`src/design/fdtd_mem_pkg.sv`:
```
`default_nettype none

package fdtd_mem_pkg;

    // bus and job widths
    localparam int ADDR_W = 32;
    localparam int DATA_W = 32;
    localparam int SIZE_W = 16;

    // field tag carried with every access
    typedef enum logic {
        FIELD_HY,
        FIELD_EZ
    } field_e;

    // round sequencer states
    typedef enum logic [2:0] {
        IDLE,
        READ_HY,
        READ_EZ,
        WAIT_CALC,
        WRITE_HY,
        WRITE_EZ
    } seq_state_e;

    // job as loaded by start
    typedef struct packed {
        logic [ADDR_W-1:0] hy_base;
        logic [ADDR_W-1:0] ez_base;
        logic [SIZE_W-1:0] words;
    } job_cfg_t;

    // wishbone classic master side
    typedef struct packed {
        logic              cyc;
        logic              stb;
        logic              we;
        logic [3:0]        sel;
        logic [ADDR_W-1:0] adr;
        logic [DATA_W-1:0] dat;
    } wb_req_t;

    // wishbone classic slave side
    typedef struct packed {
        logic              ack;
        logic [DATA_W-1:0] dat;
    } wb_rsp_t;

    // one word on the read stream
    typedef struct packed {
        field_e            field;
        logic [DATA_W-1:0] data;
    } rd_beat_t;

    // kind of the access in progress
    typedef struct packed {
        field_e field;
        logic   we;
    } access_t;

endpackage

`default_nettype wire
```
`src/design/fdtd_mem_ctrl.sv`:
```
`timescale 1ns/1ps
`default_nettype none

module fdtd_mem_ctrl
    import fdtd_mem_pkg::*;
#(
    parameter int BUF_WORDS = 8
)
(
    input  wire logic              ACLK,
    input  wire logic              ARESETn,

    // job and control
    input  wire job_cfg_t          cfg_i,
    input  wire logic              start_i,
    input  wire logic              wr_start_i,
    input  wire logic              irq_clr_i,
    input  wire logic              irq_en_i,
    input  wire logic [DATA_W-1:0] wr_data_i,

    // memory port
    input  wire wb_rsp_t           wb_i,
    output wb_req_t                wb_o,

    // compute side and status
    output logic                   rd_valid_o,
    output rd_beat_t               rd_beat_o,
    output logic                   wr_ack_o,
    output logic                   busy_o,
    output logic                   buffer_rdy_o,
    output logic                   irq_pending_o,
    output logic                   irq_o
);

    logic              load;
    logic              req;
    logic              step;
    logic              gnt;
    access_t           access;
    logic [ADDR_W-1:0] word_adr;

    //////////////////////////////////////////////////
    // round control
    //////////////////////////////////////////////////
    fdtd_sequencer #(
        .BUF_WORDS     ( BUF_WORDS     )
    ) i_sequencer (
        .ACLK          ( ACLK          ),
        .ARESETn       ( ARESETn       ),
        .cfg_words_i   ( cfg_i.words   ),
        .start_i       ( start_i       ),
        .wr_start_i    ( wr_start_i    ),
        .gnt_i         ( gnt           ),
        .irq_clr_i     ( irq_clr_i     ),
        .irq_en_i      ( irq_en_i      ),
        .load_o        ( load          ),
        .req_o         ( req           ),
        .step_o        ( step          ),
        .access_o      ( access        ),
        .busy_o        ( busy_o        ),
        .buffer_rdy_o  ( buffer_rdy_o  ),
        .irq_pending_o ( irq_pending_o ),
        .irq_o         ( irq_o         )
    );

    fdtd_addr_gen i_addr_gen (
        .ACLK       ( ACLK     ),
        .ARESETn    ( ARESETn  ),
        .cfg_i      ( cfg_i    ),
        .load_i     ( load     ),
        .step_i     ( step     ),
        .access_i   ( access   ),
        .word_adr_o ( word_adr )
    );

    //////////////////////////////////////////////////
    // bus access
    //////////////////////////////////////////////////
    fdtd_wb_master i_wb_master (
        .ACLK       ( ACLK         ),
        .ARESETn    ( ARESETn      ),
        .req_i      ( req          ),
        .we_i       ( access.we    ),
        .adr_i      ( word_adr     ),
        .wdata_i    ( wr_data_i    ),
        .field_i    ( access.field ),
        .wb_i       ( wb_i         ),
        .wb_o       ( wb_o         ),
        .gnt_o      ( gnt          ),
        .rd_valid_o ( rd_valid_o   ),
        .rd_beat_o  ( rd_beat_o    ),
        .wr_ack_o   ( wr_ack_o     )
    );

endmodule

`default_nettype wire

```
`src/design/fdtd_wb_master.sv`:
```
`timescale 1ns/1ps
`default_nettype none

module fdtd_wb_master
    import fdtd_mem_pkg::*;
(
    input  wire logic              ACLK,
    input  wire logic              ARESETn,

    input  wire logic              req_i,
    input  wire logic              we_i,
    input  wire logic [ADDR_W-1:0] adr_i,
    input  wire logic [DATA_W-1:0] wdata_i,
    input  wire field_e            field_i,

    input  wire wb_rsp_t           wb_i,
    output wb_req_t                wb_o,

    output logic                   gnt_o,
    output logic                   rd_valid_o,
    output rd_beat_t               rd_beat_o,
    output logic                   wr_ack_o
);

    logic              cyc_q;
    logic              we_q;
    logic [ADDR_W-1:0] adr_q;
    logic [DATA_W-1:0] dat_q;
    logic              rd_valid_q;
    rd_beat_t          beat_q;
    logic              ack;
    logic              launch;

    assign ack    = cyc_q && wb_i.ack;
    // one access at a time, next one starts after cyc drops
    assign launch = req_i && !cyc_q;

    //////////////////////////////////////////////////
    // classic cycle
    //////////////////////////////////////////////////
    always_ff @(posedge ACLK, negedge ARESETn)
    begin
        if (!ARESETn)
            cyc_q <= 1'b0;
        else if (launch)
            cyc_q <= 1'b1;
        else if (ack)
            cyc_q <= 1'b0;
    end

    // address, direction and write word held for the whole cycle
    always_ff @(posedge ACLK)
    begin
        if (launch)
        begin
            we_q  <= we_i;
            adr_q <= adr_i;
            dat_q <= wdata_i;
        end
    end

    assign wb_o.cyc = cyc_q;
    assign wb_o.stb = cyc_q;
    assign wb_o.we  = we_q;
    assign wb_o.sel = '1;
    assign wb_o.adr = adr_q;
    assign wb_o.dat = dat_q;

    // read beat registered at ack
    always_ff @(posedge ACLK)
    begin
        if (ack && !we_q)
        begin
            beat_q.field <= field_i;
            beat_q.data  <= wb_i.dat;
        end
    end

    always_ff @(posedge ACLK, negedge ARESETn)
    begin
        if (!ARESETn)
            rd_valid_q <= 1'b0;
        else
            rd_valid_q <= ack && !we_q;
    end

    assign gnt_o      = ack;
    assign wr_ack_o   = ack && we_q;
    assign rd_valid_o = rd_valid_q;
    assign rd_beat_o  = beat_q;

endmodule

`default_nettype wire

```
`src/design/fdtd_sequencer.sv`:
```
`timescale 1ns/1ps
`default_nettype none

module fdtd_sequencer
    import fdtd_mem_pkg::*;
#(
    parameter int BUF_WORDS = 8
)
(
    input  wire logic              ACLK,
    input  wire logic              ARESETn,

    input  wire logic [SIZE_W-1:0] cfg_words_i,
    input  wire logic              start_i,
    input  wire logic              wr_start_i,
    input  wire logic              gnt_i,
    input  wire logic              irq_clr_i,
    input  wire logic              irq_en_i,

    output logic                   load_o,
    output logic                   req_o,
    output logic                   step_o,
    output access_t                access_o,

    output logic                   busy_o,
    output logic                   buffer_rdy_o,
    output logic                   irq_pending_o,
    output logic                   irq_o
);

    localparam logic [SIZE_W-1:0] BUF_LEN = SIZE_W'(BUF_WORDS);

    seq_state_e        state_q;
    seq_state_e        state_d;
    logic [SIZE_W-1:0] rem_q;
    logic [SIZE_W-1:0] cnt_q;
    logic [SIZE_W-1:0] chunk_len;
    logic              chunk_last;
    logic              start_ok;
    logic              busy_q;
    logic              irq_pending_q;

    // a job with no words is never started
    assign start_ok   = (state_q == IDLE) && start_i && (cfg_words_i != '0);

    // short last chunk when fewer than BUF_WORDS remain
    assign chunk_len  = (rem_q < BUF_LEN) ? rem_q : BUF_LEN;
    assign chunk_last = gnt_i && (cnt_q == chunk_len - 1'b1);

    //////////////////////////////////////////////////
    // round state machine
    //////////////////////////////////////////////////
    always_comb
    begin
        state_d = state_q;
        case (state_q)
            IDLE:
                if (start_ok)
                    state_d = READ_HY;
            READ_HY:
                if (chunk_last)
                    state_d = READ_EZ;
            READ_EZ:
                if (chunk_last)
                    state_d = WAIT_CALC;
            WAIT_CALC:
                if (wr_start_i)
                    state_d = WRITE_HY;
            WRITE_HY:
                if (chunk_last)
                    state_d = WRITE_EZ;
            WRITE_EZ:
                if (chunk_last)
                begin
                    // last chunk of the job ends the round in idle
                    if (rem_q == chunk_len)
                        state_d = IDLE;
                    else
                        state_d = READ_HY;
                end
            default:
                state_d = IDLE;
        endcase
    end

    always_ff @(posedge ACLK, negedge ARESETn)
    begin
        if (!ARESETn)
            state_q <= IDLE;
        else
            state_q <= state_d;
    end

    // word count inside chunk, words left in job
    always_ff @(posedge ACLK, negedge ARESETn)
    begin
        if (!ARESETn)
        begin
            cnt_q <= '0;
            rem_q <= '0;
        end
        else
        begin
            if (start_ok)
                rem_q <= cfg_words_i;
            else if ((state_q == WRITE_EZ) && chunk_last)
                rem_q <= rem_q - chunk_len;

            if (chunk_last)
                cnt_q <= '0;
            else if (gnt_i)
                cnt_q <= cnt_q + 1'b1;
        end
    end

    // access kind follows the state
    always_comb
    begin
        if ((state_q == READ_EZ) || (state_q == WRITE_EZ))
            access_o.field = FIELD_EZ;
        else
            access_o.field = FIELD_HY;
        access_o.we = (state_q == WRITE_HY) || (state_q == WRITE_EZ);
    end

    assign req_o  = (state_q == READ_HY) || (state_q == READ_EZ) ||
                    (state_q == WRITE_HY) || (state_q == WRITE_EZ);
    assign step_o = req_o && gnt_i;
    assign load_o = start_ok;

    //////////////////////////////////////////////////
    // status and interrupt
    //////////////////////////////////////////////////
    assign busy_o       = (state_q != IDLE);
    assign buffer_rdy_o = (state_q == WAIT_CALC);

    always_ff @(posedge ACLK, negedge ARESETn)
    begin
        if (!ARESETn)
        begin
            busy_q        <= 1'b0;
            irq_pending_q <= 1'b0;
        end
        else
        begin
            busy_q <= busy_o;
            // clear has priority over a job finishing
            if (irq_clr_i)
                irq_pending_q <= 1'b0;
            else if (busy_q && !busy_o)
                irq_pending_q <= 1'b1;
        end
    end

    assign irq_pending_o = irq_pending_q;
    assign irq_o         = irq_en_i && irq_pending_q;

endmodule

`default_nettype wire

```
`src/design/fdtd_addr_gen.sv`:
```
`timescale 1ns/1ps
`default_nettype none

module fdtd_addr_gen
    import fdtd_mem_pkg::*;
(
    input  wire logic      ACLK,
    input  wire logic      ARESETn,

    input  wire job_cfg_t  cfg_i,
    input  wire logic      load_i,
    input  wire logic      step_i,
    input  wire access_t   access_i,

    output logic [ADDR_W-1:0] word_adr_o
);

    localparam int PTR_W = ADDR_W - 2;

    // pointer slots, indexed by {we, field}
    localparam logic [1:0] RD_HY = 2'd0;
    localparam logic [1:0] RD_EZ = 2'd1;
    localparam logic [1:0] WR_HY = 2'd2;
    localparam logic [1:0] WR_EZ = 2'd3;

    logic [PTR_W-1:0] ptr_q [4];
    logic [1:0]       sel;

    assign sel = {access_i.we, access_i.field};

    //////////////////////////////////////////////////
    // word pointers
    //////////////////////////////////////////////////
    always_ff @(posedge ACLK, negedge ARESETn)
    begin
        if (!ARESETn)
        begin
            for (int i = 0; i < 4; i++)
                ptr_q[i] <= '0;
        end
        else if (load_i)
        begin
            // read and write walk the same region
            ptr_q[RD_HY] <= cfg_i.hy_base[ADDR_W-1:2];
            ptr_q[RD_EZ] <= cfg_i.ez_base[ADDR_W-1:2];
            ptr_q[WR_HY] <= cfg_i.hy_base[ADDR_W-1:2];
            ptr_q[WR_EZ] <= cfg_i.ez_base[ADDR_W-1:2];
        end
        else if (step_i)
        begin
            ptr_q[sel] <= ptr_q[sel] + 1'b1;
        end
    end

    // back to a byte address
    assign word_adr_o = {ptr_q[sel], 2'b00};

endmodule

`default_nettype wire

```
`config.mk`:
```
export PLATFORM = sky130hd
export DESIGN_NAME = fdtd_mem_ctrl
export DESIGN_NICKNAME = d
export VERILOG_FILES = /design/src/design/fdtd_mem_pkg.sv /design/src/design/fdtd_mem_ctrl.sv /design/src/design/fdtd_wb_master.sv /design/src/design/fdtd_sequencer.sv /design/src/design/fdtd_addr_gen.sv
export SDC_FILE = /design/constraint.sdc
export NUM_CORES = 1
export LEC_CHECK = 0
export BUFFER_PORTS_ARGS = -buffer_cell sky130_fd_sc_hd__buf_2
export CAP_MARGIN = 20
export CORE_UTILIZATION = 23
export DETAILED_ROUTE_END_ITERATION = 6
export RECOVER_POWER = 25
export SLEW_MARGIN = 0
export SYNTH_ARGS = -nofsm -noshare
export SYNTH_HDL_FRONTEND = slang
export SYNTH_SLANG_ARGS = --single-unit
export TNS_END_PERCENT = 100
```
`constraint.sdc`:
```
create_clock -name ACLK -period 5.75 [get_ports ACLK]
set_input_delay 1.15 -clock ACLK [delete_from_list [all_inputs] [get_ports ACLK]]
set_output_delay 1.15 -clock ACLK [all_outputs]
set_load 0.005 [all_outputs]
```
# Word level (Yosys, flattened, before mapping)
# Cells that the tools add are included.
# totals
register_bits,255
latchBits,0
ramBits,0
rom_bits,0
in_bits,151
output_inout_bits,110
elab_cells,92
mem_count,0
# op_classes
add_sub_neg,4
n_mul,0
div_mod_pow,0
n_lt_le_gt_ge,3
eq_ne,13
n_shift,0
muxes,26
bitwise,1
n_reduce_logical,29
# ops
cell,n
$mux W120,2
$bwmux W120,1
$mux W30,3
$mux W16,5
$bmux W30 S2,1
$demux W30 S2,1
$eq A16 B16 Y1,2
$add A30 B1 Y30 const B,1
$mux W3,6
$pmux W3 S6,1
$add A16 B1 Y16 const B,1
$lt A16 B4 Y1 const B,1
$reduce_bool A16 Y1,1
$sub A16 B1 Y16 const B,1
$sub A16 B16 Y16,1
$logic_and A1 B1 Y1,12
$ne A2 B1 Y1 const B,5
$reduce_bool A2 Y1,5
$eq A3 B2 Y1 const B,2
$eq A3 B3 Y1 const B,2
$mux W1,6
$reduce_and A6 Y1,1
$logic_or A1 B1 Y1,5
$eq A3 B1 Y1 const B,1
7 further kinds,9

# Logic depth before layout (Yosys ltp)
# logic_depth
word_depth,11
ltp_mapped,14
depth_no_buf,13

# Hierarchy
# A second synthesis with hierarchy kept.
# hier_totals
cells_unflattened,990
hier_area_um2,12139.1
# modules_own_cells
mod,instances,cells_per_inst,area_per_inst_um2,seq_area_each_um2
fdtd_addr_gen,1,607,6643.9,3002.9
fdtd_wb_master,1,114,3095.5,2992.9
fdtd_sequencer,1,269,2399.8,925.9

# Least setup slack after synthesis
# OpenSTA, ideal clock, no wires.
# synth_path
path_type,register to register
startpoint,register i_sequencer.state_q[0]
endpoint,"register i_wb_master.adr_q[10], enable pin"
setup_time_ns,0.506
t_arrival_ns,4.524
t_required_ns,5.244
slack_ns,0.719
path_stages_with_launch,7
path_buffers,4
synth_period_minus_slack_ns,5.031
cell_sequence,dfrtp_1 > buf_4 > buf_2 > buf_1 > clkbuf_1 > o21ai_0 > a21oi_1
# synth_between
elab_chain_len,5
word_cells_on_any_way,8
cone_classes,4 x eq/ne; 4 x reduce/logical
# synth_rtl
item,line,source
start: declaration,fdtd_sequencer.sv:33,seq_state_e state_q;
start signal: assignment,fdtd_sequencer.sv:91,state_q <= state_d;
$eq A3 B1 Y1 / $eq A3 B2 Y1 (equally long branches),fdtd_sequencer.sv:126,assign req_o = (state_q == READ_HY) || (state_q == READ_EZ) ||
$logic_or A1 B1 Y1 (2 in a row),fdtd_sequencer.sv:126,
$logic_or A1 B1 Y1 *,fdtd_sequencer.sv:127,(state_q == WRITE_HY) || (state_q == WRITE_EZ);
$logic_and A1 B1 Y1 *,fdtd_wb_master.sv:36,assign launch = req_i && !cyc_q;
via i_wb_master.launch,fdtd_wb_master.sv:32,logic launch;
end signal: assignment,fdtd_wb_master.sv:57,adr_q <= adr_i;
end: declaration,fdtd_wb_master.sv:27,logic [ADDR_W-1:0] adr_q;
# Mark *: on every way through the listed nets, which the timed path passes. The rest lies on a longest branch.
# A chain may end at the register's enable or synchronous reset.

# Final worst setup path
# layout_path
startpoint,register i_sequencer.state_q[2]
endpoint,register i_addr_gen.ptr_q[58] (netlist bit)
# layout_between
elab_chain_len,11
word_cells_on_any_way,28
cone_classes,1 x add/sub; 2 x order compare; 4 x eq/ne; 9 x mux; 1 x bitwise; 11 x reduce/logical
# layout_rtl
item,line,source
$eq A3 B2 Y1 / $eq A3 B3 Y1 (equally long branches),"fdtd_sequencer.sv:119, fdtd_sequencer.sv:123",
$logic_or A1 B1 Y1,fdtd_sequencer.sv:119,if ((state_q == READ_EZ) || (state_q == WRITE_EZ))
$mux W1,fdtd_sequencer.sv:119,
$not A2 Y3 *,--,
$bmux W30 S2 *,--,
$mux W30 * (2 in a row),--,
via i_addr_gen.word_adr_o[2],fdtd_addr_gen.sv:15,output logic [ADDR_W-1:0] word_adr_o
$add A30 B1 Y30 *,fdtd_addr_gen.sv:51,ptr_q[sel] <= ptr_q[sel] + 1'b1;
$bwmux W120 *,fdtd_addr_gen.sv:51,
$mux W120 *,fdtd_addr_gen.sv:49,else if (step_i)
$mux W120 *,fdtd_addr_gen.sv:41,else if (load_i)
end signal: indexed assignment,fdtd_addr_gen.sv:44,ptr_q[RD_HY] <= cfg_i.hy_base[ADDR_W-1:2];
end signal: indexed assignment,fdtd_addr_gen.sv:45,ptr_q[RD_EZ] <= cfg_i.ez_base[ADDR_W-1:2];
end signal: indexed assignment,fdtd_addr_gen.sv:51,
end: declaration,fdtd_addr_gen.sv:26,logic [PTR_W-1:0] ptr_q [4];
# Mark *: on every way through the listed nets, which the timed path passes. The rest lies on a longest branch. The select of a mux whose other input is x is not followed.

==> results.toml <==
[run_status]
outcome = "complete, but fails checks"
violations = "max-capacitance violations, max-slew violations"

[cts]
clockBufferDepth = 3
cts_tree = "built"
holdBufCountCts = 0
cts_buffers = 29
clkTransAtPathRegs_ns = 0.06
ctsResizeCount = 0
htreeDepth = 1
cts_root_buf = "clkbuf_16"
cts_setup_buffers = 0
clock_sinks = 255
worst_skew_pair.late_latency_ns = 0.56

[grt]
antenna_found_initial = 23
grt_start_max_net_pins = 75
grt_pass1_wl_um = 58000
track_usage = 0.143
grt_overflow_total = 0
grt_pass1_vias = 9483

[final_layout]
syn2layout_area_growth_pct = 23.7
fillers = 5293
nNetsFinal = 1411
final_cells = 1957
drive_gt1_frac = 0.270

[placement]
hpwl_um = 26000
dp.cells = 1897
place.gp.congestion = 0.820
port_buffers = 250

[route]
drt-wirelength-per-cell_um = 19.8
viasPerCell = 4.92
dr.pass1.iters = 7
drcViolationCount = 0
dr.first_iter.drc_count = 614
vias = 9622
ant_nets = 0
wl_um = 38800

[power]
pwr-share-clk = 0.385
power.share.sequential = 0.469
switching_share = 0.272
power.internal_uw = 3430
ir_worst_vdd_mv = 0.236
p_leak_uw = 0.00624
p_per_area_mw_per_mm2 = 321
power_frac_comb = 0.146
p_sw_uw = 1280

[synthesis]
syn_inst = 1026
synthArstFlopShare = 0.624
synth.most_common_cell = "dfrtp_1"
netlist_area_mm2 = 0.0119
ys_ff_latch = 255
synth_top_cells_by_area = "dfrtp_1 (34%), edfxtp_1 (24%), a22oi_1 (6.1%)"
synth_flop_cell = "dfrtp_1"
ys_seq_area_frac = 0.578
yosys_warnings = 0
synth-edff-count = 96
synth_top_area_share = 0.335
synth_top_cells_by_count = "dfrtp_1 (159), o21ai_0 (112), a22oi_1 (97)"
yosysUniqueCellTypes = 75
yosysTopAreaCell = "dfrtp_1"
synth_area_per_cell_um2 = 11.6

[critical_path]
crit_required_ns = 6.17
setup.worst_path.class = "reg -> reg"
critPathMaxFanout = 31
worstSetupEndpointType = "register"
crit_arrival_ns = 5.06
cp-start-kind = "register"

[timing]
worst_pin_slew_ns = 1.96
relSlewSlack = -0.309
max_freq_mhz = 215
finalMaxSlewViolations = 36
rsz0062_at_grt = "no"
clock_skew_ns = 0.0140
hold_viol = 0
finalSetupViolCount = 0
setup-tns-final_ns = 0
min_period_ns = 4.64
fin_crit_sh = 0.807

[flow_run]
drv_cap = 1

[floorplan]
dieArea_mm2 = 0.0525
fp.coreArea_mm2 = 0.0505
die_h_um = 229
io_pins = 261
rows = 82
initial_core_util = 0.235
die_x_um = 229

[min_path]
min_path_type = "reg -> reg"
[registers in the layout, indices dropped and copies added, names as in the netlist]
name                       flops
i_addr_gen.ptr_q             120
i_wb_master.rd_beat_o         33
i_wb_master.dat_q             32
i_wb_master.adr_q             30
i_sequencer.cnt_q             16
i_sequencer.rem_q             16
i_sequencer.state_q            3
i_sequencer.busy_q             1
i_sequencer.irq_pending_o      1
i_wb_master.cyc_q              1
i_wb_master.rd_valid_o         1
i_wb_master.we_q               1
[metal layers]
| metal | vias to the layer above | routed length, um | GRT usage | share of wire |
|---|---|---|---|---|
| li1 | 4350 | - | - | - |
| met1 | 4829 | 16100 | 0.181 | 0.42 |
| met2 | 325 | 18200 | 0.233 | 0.47 |
| met3 | 92 | 3090 | 0.0403 | 0.080 |
| met4 | 26 | 1170 | 0.0504 | 0.030 |
| met5 | - | 151 | 0 | 0.0039 |
[metrics by stage]
step	utilization	cell area [um2]	hold WS [ns]	power (uW)	setup slack (ns)
after CTS	0.291	14700	0.505	4790	1.44
after floorplan	-	11900	0.458	2570	0.719
after global routing	0.290	14700	0.514	4920	0.795
after detailed placement	0.273	13800	0.489	2940	1.45
after global placement	0.273	13800	0.481	2940	1.53
final	0.291	14700	0.494	4710	1.11
[kinds of logic (layout without fill, tap and decap cells)]
logic type / count (synthesis) / count (layout) / synth area share
AO/OA/AOI/OAI: 348 / 348 / 0.196
XOR/XNOR: 45 / 45 / 0.0332
adder cells (fa/ha/maj): 4 / 4 / 0.00422
buffers and inverters: 88 / 333 / 0.0381
flip-flops: 255 / 255 / 0.578
multiplexers: 39 / 39 / 0.0330
other: 2 / 16 / 0.000633
AND/OR/NAND/NOR: 245 / 245 / 0.117
[power by group through the flow]
| stage | Combinational [uW] | Sequential [uW] | Clock, uW |
|---|---|---|---|
| 2_1_floorplan | 308 | 2260 | 0 |
| 3_3_place_gp | 690 | 2240 | 0 |
| 3_5_place_dp | 700 | 2240 | 0 |
| 4_1_cts | 703 | 2210 | 1870 |
| 5_1_grt | 756 | 2230 | 1930 |
| 6_report | 689 | 2210 | 1810 |
[worst paths after layout]
check,slack [ns],start,end,depth (start not counted)
setup / recovery,1.11,i_sequencer.state_q[2],i_addr_gen.ptr_q[58],12
hold / removal,0.49,i_sequencer.busy_q,i_sequencer.irq_pending_o,2
setup reg to reg,1.11,i_sequencer.state_q[2],i_addr_gen.ptr_q[58],12
hold reg to reg,0.49,i_sequencer.busy_q,i_sequencer.irq_pending_o,2
max in group asynchronous,2.78,ARESETn,i_addr_gen.ptr_q[50],2
min in group asynchronous,0.59,ARESETn,i_sequencer.rem_q[6],1
[final cells by class]
| cell class | count | area, um2 | area share |
|---|---|---|---|
| antenna | 9 | 22.5 | 0.00153 |
| inverter | 14 | 52.6 | 0.00358 |
| clock buffer | 40 | 767 | 0.0522 |
| clock inverter | 11 | 136 | 0.00929 |
| timing repair buffer | 268 | 1380 | 0.0943 |
| sequential | 255 | 6860 | 0.467 |
| tap | 672 | 841 | 0.0573 |
| multi-input combinational | 688 | 4610 | 0.314 |
[worst max-delay path, stage by stage, from the launching register on]
cell      delay (ns)
dfrtp_1         0.34
clkbuf_1        1.07
nor3b_4         0.07
buf_4           0.30
nor2_1          0.14
buf_4           0.31
a21o_1          0.32
ha_1            0.29
nand4_1         0.30
nor4_4          0.68
nand4_1         0.21
xnor2_1         0.31
o21ai_0         0.15
[cell usage in the layout (no fill, tap or decap), drive strengths merged, types with 26 or more instances in the layout]
cell    instances
buf           265
dfrtp         159
o21ai         115
a22oi          97
edfxtp         96
nor2           69
nand2          49
clkbuf         43
mux2i          38
xor2           27
a21oi          26
(Power assumes the default switching activity.)
